===== src/verilog/read_guard_settings.svh =====
// Read guard build settings
// Slot count, field widths and counter prescaler for the AXI read guard

`ifndef READ_GUARD_SETTINGS_SVH
`define READ_GUARD_SETTINGS_SVH

// Number of read transactions tracked at once
`define GUARD_MAX_TXNS 4

// AXI field widths
`define GUARD_ID_WIDTH 4
`define GUARD_ADDR_WIDTH 32

// Budget and tick counter width, and clock cycles per tick
`define GUARD_CNT_WIDTH 16
`define GUARD_PRESCALE_DIV 4

`endif


===== src/verilog/axi_read_pkg.sv =====
// AXI read-channel field types
// Shared by the guard blocks that look at AR and R traffic

`default_nettype none

`include "read_guard_settings.svh"

package axi_read_pkg;

  // Transaction ID on AR and R
  typedef logic [`GUARD_ID_WIDTH-1:0] id_t;

  // Read address
  typedef logic [`GUARD_ADDR_WIDTH-1:0] addr_t;

  // Burst length field, beats = len + 1
  typedef logic [7:0] len_t;

endpackage

`default_nettype wire


===== src/verilog/guard_pkg.sv =====
// Read guard internal types
// Slot phase, fault causes and the per-transaction slot entry

`default_nettype none

`include "read_guard_settings.svh"

package guard_pkg;
  import axi_read_pkg::*;

  typedef logic [`GUARD_CNT_WIDTH-1:0] cnt_t;
  typedef logic [$clog2(`GUARD_MAX_TXNS)-1:0] slot_idx_t;

  // FREE must stay zero, a cleared entry is a free slot
  typedef enum logic [1:0] {
    FREE       = 2'd0,
    WAIT_FIRST = 2'd1,
    WAIT_LAST  = 2'd2
  } phase_t;

  typedef enum logic [1:0] {
    NONE            = 2'd0,
    FIRST_DATA_LATE = 2'd1,
    BURST_LATE      = 2'd2,
    UNEXPECTED_DATA = 2'd3
  } fault_cause_t;

  // One tracked read burst
  typedef struct packed {
    phase_t phase;
    id_t    id;
    addr_t  addr;
    len_t   len;
    cnt_t   first_budget;
    cnt_t   burst_budget;
    cnt_t   first_cnt;
    cnt_t   burst_cnt;
  } slot_entry_t;

endpackage

`default_nettype wire


===== src/verilog/guard_ifs.sv =====
// Internal guard buses
// order_if links the tracker to its issue-order FIFO, fault_if carries the fault pulse

`default_nettype none

`include "read_guard_settings.svh"

interface order_if;
  import guard_pkg::*;

  logic      push;
  slot_idx_t push_idx;
  logic      pop;
  // Drops every queued index at once when the tracker flushes
  logic      flush;
  slot_idx_t head_idx;
  logic      empty;
  logic      full;

  modport fifo (
    input  push, push_idx, pop, flush,
    output head_idx, empty, full
  );

  modport tracker (
    output push, push_idx, pop, flush,
    input  head_idx, empty, full
  );
endinterface

interface fault_if;
  import guard_pkg::*;

  // One-cycle registered pulse with its record
  logic                         fault_valid;
  fault_cause_t                 fault_cause;
  logic [`GUARD_ID_WIDTH-1:0]   fault_id;
  logic [`GUARD_ADDR_WIDTH-1:0] fault_addr;

  modport source (output fault_valid, fault_cause, fault_id, fault_addr);
  modport sink (input fault_valid, fault_cause, fault_id, fault_addr);
endinterface

`default_nettype wire


===== src/verilog/order_fifo.sv =====
// Issue-order FIFO
// Circular buffer of slot indices, oldest outstanding read burst at the head

`default_nettype none

`include "read_guard_settings.svh"

module order_fifo (
  input logic   clk_i,
  input logic   rst_ni,
  order_if.fifo order
);
  import guard_pkg::*;

  localparam int Depth = `GUARD_MAX_TXNS;
  localparam int CountW = $clog2(Depth + 1);
  localparam slot_idx_t LastPtr = slot_idx_t'(Depth - 1);

  slot_idx_t         mem_q [Depth];
  slot_idx_t         wr_ptr_q;
  slot_idx_t         rd_ptr_q;
  logic [CountW-1:0] count_q;

  assign order.head_idx = mem_q[rd_ptr_q];
  assign order.empty    = (count_q == '0);
  assign order.full     = (count_q == CountW'(Depth));

  always_ff @(posedge clk_i) begin
    if (order.push) begin
      mem_q[wr_ptr_q] <= order.push_idx;
    end
  end

  always_ff @(posedge clk_i or negedge rst_ni) begin
    if (!rst_ni) begin
      wr_ptr_q <= '0;
      rd_ptr_q <= '0;
      count_q  <= '0;
    end else if (order.flush) begin
      wr_ptr_q <= '0;
      rd_ptr_q <= '0;
      count_q  <= '0;
    end else begin
      if (order.push) begin
        wr_ptr_q <= (wr_ptr_q == LastPtr) ? '0 : wr_ptr_q + 1'b1;
      end
      if (order.pop) begin
        rd_ptr_q <= (rd_ptr_q == LastPtr) ? '0 : rd_ptr_q + 1'b1;
      end
      // Push and pop together leave the count alone
      case ({order.push, order.pop})
        2'b10:   count_q <= count_q + 1'b1;
        2'b01:   count_q <= count_q - 1'b1;
        default: count_q <= count_q;
      endcase
    end
  end

  // The tracker only pushes with a slot to spare and pops a known head
  assert property (@(posedge clk_i) disable iff (!rst_ni) order.push |-> !order.full)
    else $error("order FIFO push while full");

  assert property (@(posedge clk_i) disable iff (!rst_ni) order.pop |-> !order.empty)
    else $error("order FIFO pop while empty");

endmodule

`default_nettype wire


===== src/verilog/txn_tracker.sv =====
// Read transaction tracker
// Follows each AR burst through its data phase, runs the two latency budgets
// and checks R beats against the oldest outstanding burst

`default_nettype none

`include "read_guard_settings.svh"

module txn_tracker (
  input  logic                clk_i,
  input  logic                rst_ni,
  input  logic                ar_valid_i,
  input  logic                ar_ready_i,
  input  axi_read_pkg::id_t   ar_id_i,
  input  axi_read_pkg::addr_t ar_addr_i,
  input  axi_read_pkg::len_t  ar_len_i,
  input  logic                r_valid_i,
  input  logic                r_ready_i,
  input  axi_read_pkg::id_t   r_id_i,
  input  logic                r_last_i,
  input  guard_pkg::cnt_t     budget_unit_r_i,
  order_if.tracker            order,
  fault_if.source             fault
);
  import axi_read_pkg::*;
  import guard_pkg::*;

  localparam int Slots = `GUARD_MAX_TXNS;
  localparam int PreW = (`GUARD_PRESCALE_DIV > 1) ? $clog2(`GUARD_PRESCALE_DIV) : 1;

  slot_entry_t  slots_q [Slots];
  slot_entry_t  slots_d [Slots];
  logic [PreW-1:0] pre_q;
  logic         tick;

  logic         ar_hs;
  logic         all_live;
  slot_idx_t    free_idx;
  cnt_t         beats_live;
  cnt_t         beats_total;
  cnt_t         new_budget;

  // R beat stage, checked one cycle after the handshake
  logic         r_hs_q;
  id_t          r_id_q;
  logic         r_last_q;
  logic         unexpected;

  logic         fault_d;
  fault_cause_t cause_d;
  id_t          id_d;
  addr_t        addr_d;
  logic         fault_q;
  fault_cause_t cause_q;
  id_t          id_q;
  addr_t        addr_q;

  assign ar_hs = ar_valid_i && ar_ready_i;
  assign tick  = (pre_q == PreW'(`GUARD_PRESCALE_DIV - 1));

  // Lowest free slot and the beats still owed by live slots
  always_comb begin
    free_idx   = '0;
    all_live   = 1'b1;
    beats_live = '0;
    for (int i = Slots - 1; i >= 0; i--) begin
      if (slots_q[i].phase == FREE) begin
        free_idx = slot_idx_t'(i);
        all_live = 1'b0;
      end else begin
        beats_live = beats_live + cnt_t'(slots_q[i].len) + cnt_t'(1);
      end
    end
  end

  assign beats_total = beats_live + cnt_t'(ar_len_i) + cnt_t'(1);
  assign new_budget  = budget_unit_r_i * beats_total;

  assign unexpected = r_hs_q && (order.empty || (slots_q[order.head_idx].id != r_id_q));

  always_comb begin
    slots_d        = slots_q;
    order.push     = 1'b0;
    order.push_idx = free_idx;
    order.pop      = 1'b0;
    order.flush    = fault_q;

    if (tick) begin
      for (int i = 0; i < Slots; i++) begin
        if (slots_q[i].phase == WAIT_FIRST && slots_q[i].first_cnt != '1) begin
          slots_d[i].first_cnt = slots_q[i].first_cnt + 1'b1;
        end
        if (slots_q[i].phase == WAIT_LAST && slots_q[i].burst_cnt != '1) begin
          slots_d[i].burst_cnt = slots_q[i].burst_cnt + 1'b1;
        end
      end
    end

    // In-order beat for the head burst
    if (r_hs_q && !unexpected && !fault_q) begin
      if (r_last_q) begin
        slots_d[order.head_idx] = '0;
        order.pop = 1'b1;
      end else if (slots_q[order.head_idx].phase == WAIT_FIRST) begin
        slots_d[order.head_idx].phase = WAIT_LAST;
      end
    end

    if (ar_hs && !all_live && !fault_q) begin
      slots_d[free_idx] = '{
        phase:        WAIT_FIRST,
        id:           ar_id_i,
        addr:         ar_addr_i,
        len:          ar_len_i,
        first_budget: new_budget,
        burst_budget: new_budget,
        first_cnt:    '0,
        burst_cnt:    '0
      };
      order.push = 1'b1;
    end

    if (fault_q) begin
      for (int i = 0; i < Slots; i++) begin
        slots_d[i] = '0;
      end
    end
  end

  // Fault select, timeouts by lowest slot before a stray beat
  always_comb begin
    fault_d = 1'b0;
    cause_d = NONE;
    id_d    = '0;
    addr_d  = '0;
    if (unexpected) begin
      fault_d = 1'b1;
      cause_d = UNEXPECTED_DATA;
      id_d    = r_id_q;
    end
    for (int i = Slots - 1; i >= 0; i--) begin
      if ((slots_q[i].phase == WAIT_FIRST && slots_q[i].first_cnt > slots_q[i].first_budget) ||
          (slots_q[i].phase == WAIT_LAST && slots_q[i].burst_cnt > slots_q[i].burst_budget)) begin
        fault_d = 1'b1;
        cause_d = (slots_q[i].phase == WAIT_FIRST) ? FIRST_DATA_LATE : BURST_LATE;
        id_d    = slots_q[i].id;
        addr_d  = slots_q[i].addr;
      end
    end
  end

  always_ff @(posedge clk_i or negedge rst_ni) begin
    if (!rst_ni) begin
      for (int i = 0; i < Slots; i++) begin
        slots_q[i] <= '0;
      end
      pre_q   <= '0;
      r_hs_q  <= 1'b0;
      fault_q <= 1'b0;
    end else begin
      slots_q <= slots_d;
      pre_q   <= tick ? '0 : pre_q + 1'b1;
      r_hs_q  <= r_valid_i && r_ready_i;
      // No second pulse while the flush is under way
      fault_q <= fault_d && !fault_q;
    end
  end

  always_ff @(posedge clk_i) begin
    r_id_q   <= r_id_i;
    r_last_q <= r_last_i;
    cause_q  <= cause_d;
    id_q     <= id_d;
    addr_q   <= addr_d;
  end

  assign fault.fault_valid = fault_q;
  assign fault.fault_cause = cause_q;
  assign fault.fault_id    = id_q;
  assign fault.fault_addr  = addr_q;

  // The guard gives no back-pressure, the master must not exceed the slot pool
  assert property (@(posedge clk_i) disable iff (!rst_ni) ar_hs |-> !all_live)
    else $error("AR handshake with all read slots live");

endmodule

`default_nettype wire


===== src/verilog/fault_reporter.sv =====
// Fault reporter
// Keeps the first fault record and holds the interrupt and reset request
// until software pulses reset_clear_i

`default_nettype none

`include "read_guard_settings.svh"

module fault_reporter (
  input  logic                      clk_i,
  input  logic                      rst_ni,
  fault_if.sink                     fault,
  input  logic                      reset_clear_i,
  output logic                      irq_o,
  output logic                      reset_req_o,
  output guard_pkg::fault_cause_t   fault_cause_o,
  output axi_read_pkg::id_t         fault_id_o,
  output axi_read_pkg::addr_t       fault_addr_o
);
  import axi_read_pkg::*;
  import guard_pkg::*;

  logic         alarm_q;
  fault_cause_t cause_q;
  id_t          id_q;
  addr_t        addr_q;

  always_ff @(posedge clk_i or negedge rst_ni) begin
    if (!rst_ni) begin
      alarm_q <= 1'b0;
      cause_q <= NONE;
      id_q    <= '0;
      addr_q  <= '0;
    end else if (fault.fault_valid && !alarm_q) begin
      // First fault wins, later ones are dropped until the clear
      alarm_q <= 1'b1;
      cause_q <= fault.fault_cause;
      id_q    <= fault.fault_id;
      addr_q  <= fault.fault_addr;
    end else if (reset_clear_i) begin
      alarm_q <= 1'b0;
      cause_q <= NONE;
      id_q    <= '0;
      addr_q  <= '0;
    end
  end

  // Both lines follow the same latched alarm
  assign irq_o         = alarm_q;
  assign reset_req_o   = alarm_q;
  assign fault_cause_o = cause_q;
  assign fault_id_o    = id_q;
  assign fault_addr_o  = addr_q;

  // A raised interrupt always carries a real cause from the tracker
  assert property (@(posedge clk_i) disable iff (!rst_ni) alarm_q |-> cause_q != NONE)
    else $error("interrupt raised with fault cause NONE");

endmodule

`default_nettype wire


===== src/verilog/read_guard.sv =====
// AXI read-channel guard
// Passive monitor of AR and R traffic with latency budgets and response-order
// checks, raising an interrupt and a reset request on the first fault

`default_nettype none

module read_guard (
  input  logic                    clk_i,
  input  logic                    rst_ni,
  // AR channel
  input  logic                    ar_valid_i,
  input  logic                    ar_ready_i,
  input  axi_read_pkg::id_t       ar_id_i,
  input  axi_read_pkg::addr_t     ar_addr_i,
  input  axi_read_pkg::len_t      ar_len_i,
  // R channel
  input  logic                    r_valid_i,
  input  logic                    r_ready_i,
  input  axi_read_pkg::id_t       r_id_i,
  input  logic                    r_last_i,
  // Ticks allowed per outstanding beat
  input  guard_pkg::cnt_t         budget_unit_r_i,
  input  logic                    reset_clear_i,
  output logic                    irq_o,
  output logic                    reset_req_o,
  output guard_pkg::fault_cause_t fault_cause_o,
  output axi_read_pkg::id_t       fault_id_o,
  output axi_read_pkg::addr_t     fault_addr_o
);

  order_if order_bus ();
  fault_if fault_bus ();

  order_fifo u_order_fifo (
    .clk_i (clk_i),
    .rst_ni(rst_ni),
    .order (order_bus)
  );

  txn_tracker u_txn_tracker (
    .clk_i          (clk_i),
    .rst_ni         (rst_ni),
    .ar_valid_i     (ar_valid_i),
    .ar_ready_i     (ar_ready_i),
    .ar_id_i        (ar_id_i),
    .ar_addr_i      (ar_addr_i),
    .ar_len_i       (ar_len_i),
    .r_valid_i      (r_valid_i),
    .r_ready_i      (r_ready_i),
    .r_id_i         (r_id_i),
    .r_last_i       (r_last_i),
    .budget_unit_r_i(budget_unit_r_i),
    .order          (order_bus),
    .fault          (fault_bus)
  );

  fault_reporter u_fault_reporter (
    .clk_i        (clk_i),
    .rst_ni       (rst_ni),
    .fault        (fault_bus),
    .reset_clear_i(reset_clear_i),
    .irq_o        (irq_o),
    .reset_req_o  (reset_req_o),
    .fault_cause_o(fault_cause_o),
    .fault_id_o   (fault_id_o),
    .fault_addr_o (fault_addr_o)
  );

endmodule

`default_nettype wire


===== config.mk =====
export PLATFORM = sky130hd
export DESIGN_NAME = read_guard
export DESIGN_NICKNAME = d
export VERILOG_FILES = /design/src/verilog/axi_read_pkg.sv /design/src/verilog/guard_pkg.sv /design/src/verilog/guard_ifs.sv /design/src/verilog/order_fifo.sv /design/src/verilog/txn_tracker.sv /design/src/verilog/fault_reporter.sv /design/src/verilog/read_guard.sv
export VERILOG_INCLUDE_DIRS = /design/src /design/src/verilog
export SDC_FILE = /design/constraint.sdc
export NUM_CORES = 1
export LEC_CHECK = 0
export BUFFER_PORTS_ARGS = -buffer_cell sky130_fd_sc_hd__buf_2
export CAP_MARGIN = 20
export CELL_PAD_IN_SITES_DETAIL_PLACEMENT = 2
export CELL_PAD_IN_SITES_GLOBAL_PLACEMENT = 2
export CORE_MARGIN = 3
export CORE_UTILIZATION = 44
export CTS_CLUSTER_SIZE = 28
export DETAILED_ROUTE_END_ITERATION = 10
export PLACE_DENSITY = 0.83
export SLEW_MARGIN = 20
export SYNTH_ARGS = -nofsm -noshare
export SYNTH_HDL_FRONTEND = slang
export SYNTH_SLANG_ARGS = --single-unit

===== constraint.sdc =====
create_clock -name clk_i -period 27.5 [get_ports clk_i]
set_input_delay 5.5 -clock clk_i [delete_from_list [all_inputs] [get_ports clk_i]]
set_output_delay 5.5 -clock clk_i [all_outputs]
set_load 0.05 [all_outputs]

### Word level (Yosys, flattened, before mapping)

Memories as Yosys holds them, arrays and structs flattened.
Cells that the tools add are included.

| word-level totals | value |
|---|---|
| output and inout bits | 40 |
| RAM bits | 8 |
| bits in registers | 533 |
| memories kept | 1 |

| operators by class | value |
|---|---|
| multiply operators | 1 |
| add/sub/neg operators | 22 |
| reductions and logical operators | 45 |
| bitwise gates (word level) | 4 |
| equality and inequality tests | 23 |
| mux-type cells | 85 |
| $lt $le $gt $ge | 12 |

Memories:

| name | depth | width | rd ports | clocked after Yosys merged registers in | wr ports | RTL line | RTL |
|---|---|---|---|---|---|---|---|
| u_order_fifo.mem_q | 4 | 2 | 1 | 0 | 1 | order_fifo.sv:19 | `slot_idx_t mem_q [Depth];` |

Operators with widths:

| operator | number |
|---|---|
| $mux 440 | 5 |
| $bwmux 440 | 2 |
| $demux 110 s2 | 3 |
| $mux 110 | 5 |
| $and 440x440->440 | 1 |
| $not 440->440 | 1 |
| $mux 32 | 10 |
| $bmux 110 s2 | 1 |
| $add 16x1->16 const B | 12 |
| $mux 16 | 12 |
| $gt 16x16->1 | 8 |
| $ne 16x16->1 const B | 8 |
| $add 16x8->16 | 4 |
| $mux 2 | 22 |
| $mux 4 | 7 |
| $logic_and 1x1->1 | 27 |
| $eq 2x2->1 const B | 8 |
| $mul 16x16->16 | 1 |
| $mux 1 | 16 |
| $eq 2x1->1 const B | 6 |
| $add 8x1->9 const B | 1 |
| $logic_not 2->1 | 4 |
| $add 2x1->2 const B | 3 |
| $ge 3x3->1 const B | 2 |
| other kinds (12) | 23 |

### Depth between registers and ports, before layout

| logic depth | value |
|---|---|
| depth after elaboration | 17 |
| gate-level depth with buffers | 54 |
| depth with buffers taken out | 51 |

### Hierarchy

Synthesis repeated with hierarchy kept, for this count alone.

| unflattened totals | value |
|---|---|
| cell total of the unflattened synthesis | 3390 |
| area, all modules | 31775.5 um^2 |

By module, submodules not included:

| module | cells an instance | instances | area each (um^2) |
|---|---|---|---|
| txn_tracker | 3208 | 1 | 29231.8 |
| fault_reporter | 127 | 1 | 1760.4 |
| order_fifo | 55 | 1 | 783.3 |

### Worst setup path before layout

Ideal clock, no wire load.

| path | value |
|---|---|
| kind | input -> register |
| from | in ar_len_i[0] |
| to | reg u_txn_tracker.slots_q[267] (netlist bit) |
| buffers on the path | 2 |
| arrival | 12.594 ns |
| stages on the path | 31 |
| setup time | 0.087 ns |
| setup slack | 14.819 ns |
| required time | 27.413 ns |
| cell sequence | inv_1 ha_1 fa_1 nor2b_1 o221a_2 o21ai_0 nor2b_1 xnor2_1 nand2_1 fa_1 inv_1 fa_1 inv_1 fa_1 fa_1 inv_1 fa_1 inv_1 fa_1 inv_1 ha_1 clkbuf_1 nand3_1 nand2_1 a41o_1 o41ai_1 xnor3_1 or3_1 buf_2 a211o_1 o211ai_1 |

RTL lines:

| what | RTL line | RTL |
|---|---|---|
| start: declaration | read_guard.sv:15 | `input axi_read_pkg::len_t ar_len_i,` |
| end signal: assignment | txn_tracker.sv:161 | `slots_q <= slots_d;` |
| end: declaration | txn_tracker.sv:31 | `slot_entry_t slots_q [Slots];` |

==> metrics.md <==
| Metric | Value |
|---|---|
| Max incr delay on CP | `0.84 ns` |
| Die span in y | `between 200 and 300 µm` |
| Final setup fails | `0` |
| H-tree depth | `2` |
| Rel. slew slack | `around a quarter` |
| Most common cell in the netlist | `dfrtp_1` |
| Yosys warns | `0` |
| Post-CTS Resized | `0` |
| Clock Latency Late Sink | `~0.67 ns` |
| Total core area | `0.07051 mm²` |
| Via count | `approximately 26000` |
| Setup ws final | `approximately 14 ns` |
| Root buf cell | `clkbuf_16` |
| Synth top area share | `about two fifths` |
| Worst Tran Pin Value | `1.149 ns` |
| Dominant cells by area after synthesis | `dfrtp_1, ha_1, fa_1` |
| Avg Vias per Cell | `approximately 6` |
| Row cnt | `slightly below 100` |
| CP top delay family | `adder cells` |
| Period minus WS final | `around 14 ns` |
| Place WS | `about 14 ns` |
| Max Buffers Root-to-Sink | `3` |
| Worst path slowest cell | `xnor2_1` |
| Setup tns final | `0 ns` |
| Largest fanout on the critical path | `10` |
| Critical Path AT | `about 14 ns` |
| Netlist cell types | `85` |
| Num Clock Sinks | `roughly 540` |
| Register area share after synthesis | `~42%` |
| Starting Density | `~45%` |
| Post-Syn Area | `about 0.031 mm²` |
| Area Growth Syn to Fin | `11.43%` |
| Die ar. | `about 0.075 mm²` |
| Ys async rst share | `between 90% and 100%` |
| Reg clk slew, reported paths | `approximately 0.070 ns` |
| Initial antenna violation count | `13` |
| Setup Fix Bufs, Post-CTS | `0` |
| Max cap viols | `0` |
| IO buf count | `roughly 110` |
| GR Overflow Total | `0` |
| Yosys reg bits | `541` |
| Drt total wl | `112.5 mm` |
| DRC | `0` |
| Clock skew | `~0.044 ns` |
| CP Data Required Time | `28.07 ns` |
| Startpoint types | `input pin` |
| Slew Limit Fails | `0` |
| Largest net degree at the start of global routing | `about 170` |
| CTS tree | `yes` |
| Synth Flop Type | `dfrtp_1` |
| DR pass1 iterations | `5` |
| I/O pins | `112` |
| Fmax | `about 74 MHz` |
| Crit Path Class | `in -> reg` |
| Final GP Congestion | `roughly 0.85` |
| Post-Syn Instances | `between 3000 and 4000` |
| Post-route ant nets | `0` |
| CTS buffer count | `61` |
| Gr usage total | `30.25%` |
| Layout cells sized above 1 | `slightly below 9%` |
| Finished Core Util | `49.75%` |
| First-pass GRT wire length | `approximately 180 mm` |
| Unrepaired setup endpoints after global routing | `false` |
| Commonest cells in the synthesized netlist | `dfrtp_1, nand2_1, nor2_1` |
| Die width | `roughly 270 µm` |
| Routed WL per cell | `around 26 µm` |
| 1st-iter DRT viols | `1618` |
| Buffers & Inverters on Critical Path | `5` |
| Final hold vios | `0` |
| CP Capture Type | `register` |
| Number of synthesized flops with an enable pin | `8` |
| Hold buffers post-CTS | `0` |
| Final net count | `approximately 3700` |
| DP HPWL | `76.47 mm` |
| Vias in the first global route | `approximately 30000` |
| Outcome | `finished, final reports clean` |
| Final period utilization | `approximately half` |
| Top cell by count, worst path | `fa_1` |
| Hold crit path type | `reg -> reg` |
| Yosys top cell by area | `dfrtp_1` |
| Syn Area/Cell | `9.473 µm²` |
[metrics by stage]
| stage | instances | instance area, µm² | hold WS (ns) |
|---|---|---|---|
| finish | 4367 | 35080 | 0.4229 |
| global placement | 4245 | 32900 | 0.4014 |
| CTS | 4360 | 35020 | 0.4261 |
| detailed placement | 4245 | 32900 | 0.4102 |
| global route | 4366 | 35070 | 0.4493 |
| floorplan | 3324 | 31480 | 0.3983 |
[path summary, 6_finish.rpt]
path,endpoint,startpoint,slack (ns),cells after the start
max,u_txn_tracker.slots_q[267],ar_len_i[0],14.00,28
min in group asynchronous,u_txn_tracker.slots_q[381],rst_ni,4.87,1
max in group asynchronous,u_txn_tracker.slots_q[410],rst_ni,20.29,3
max reg2reg,u_txn_tracker.slots_q[267],u_txn_tracker.slots_q[108],14.95,44
min,u_fault_reporter.fault_addr_o[8],u_txn_tracker.fault.fault_addr[8],0.42,2
min reg2reg,u_fault_reporter.fault_addr_o[8],u_txn_tracker.fault.fault_addr[8],0.42,2
[layout by cell type (no fill, tap or decap), types with 62 or more instances in the layout]
master,count
dfrtp_1,489
o21ai_0,87
clkbuf_16,62
a21oi_1,121
nor2_1,370
inv_1,274
and3_1,63
a22o_1,85
buf_2,110
ha_1,219
xnor2_1,94
a22oi_1,91
xor2_1,93
nand2_1,383
fa_1,84
[sequential cells by signal (all words and copies together), names as in the netlist, 2 cells and up]
register	count
u_txn_tracker.r_id_q	4
u_order_fifo.wr_ptr_q	2
u_fault_reporter.fault_cause_o	2
u_txn_tracker.fault.fault_id	4
u_txn_tracker.pre_q	2
u_order_fifo.count_q	3
u_order_fifo.rd_ptr_q	2
u_order_fifo.mem_q	8
u_fault_reporter.fault_addr_o	32
u_fault_reporter.fault_id_o	4
u_txn_tracker.fault.fault_cause	2
u_txn_tracker.fault.fault_addr	32
u_txn_tracker.slots_q	440
[cell type report]
| class | instances | area [µm²] |
|---|---|---|
| clock inverter | 29 | 381.6 |
| sequential | 541 | 13370 |
| multi-input combinational | 2346 | 16540 |
| fill | 7350 | 35440 |
| tap | 940 | 1176 |
| clock buffer | 86 | 1742 |
| inverter | 276 | 1036 |
| timing repair buffer | 142 | 814.5 |
| antenna | 7 | 17.52 |
[layer usage]
layer | share of wire [%] | vias to the layer above | GRT usage (%) | wire length (µm)
li1 | - | 11380 | - | -
met1 | 42 | 13580 | 37.76 | 46760
met2 | 51 | 616 | 53.28 | 56990
met3 | 4.5 | 208 | 4.207 | 5074
met4 | 3.2 | 6 | 11.12 | 3634
met5 | 0.048 | - | 0 | 54
[kinds of logic after synthesis]
kind of cell    after synthesis  synth area share (%)
flops                       541                 42.45
buf+inv                     437                 5.326
mux                          24                 1.113
simple gates               1177                 17.26
other cells                   2               0.02386
xor+xnor                    194                 5.588
fa+ha+maj                   304                 14.08
compound gates              644                 14.17
[worst register-to-register path: cells and delay by family, from the launching register on]
family	cells	cell delay, ns
AO/OA/AOI/OAI	15	2.97
buffers and inverters	3	0.15
adder cells (fa/ha/maj)	12	5.15
AND/OR/NAND/NOR	10	1.83
XOR/XNOR	4	1.72
flip-flops	1	0.67
Power is left out: the tool's default activity adds up to more than one toggle a clock period on the data nets, which glitch-free logic cannot reach.
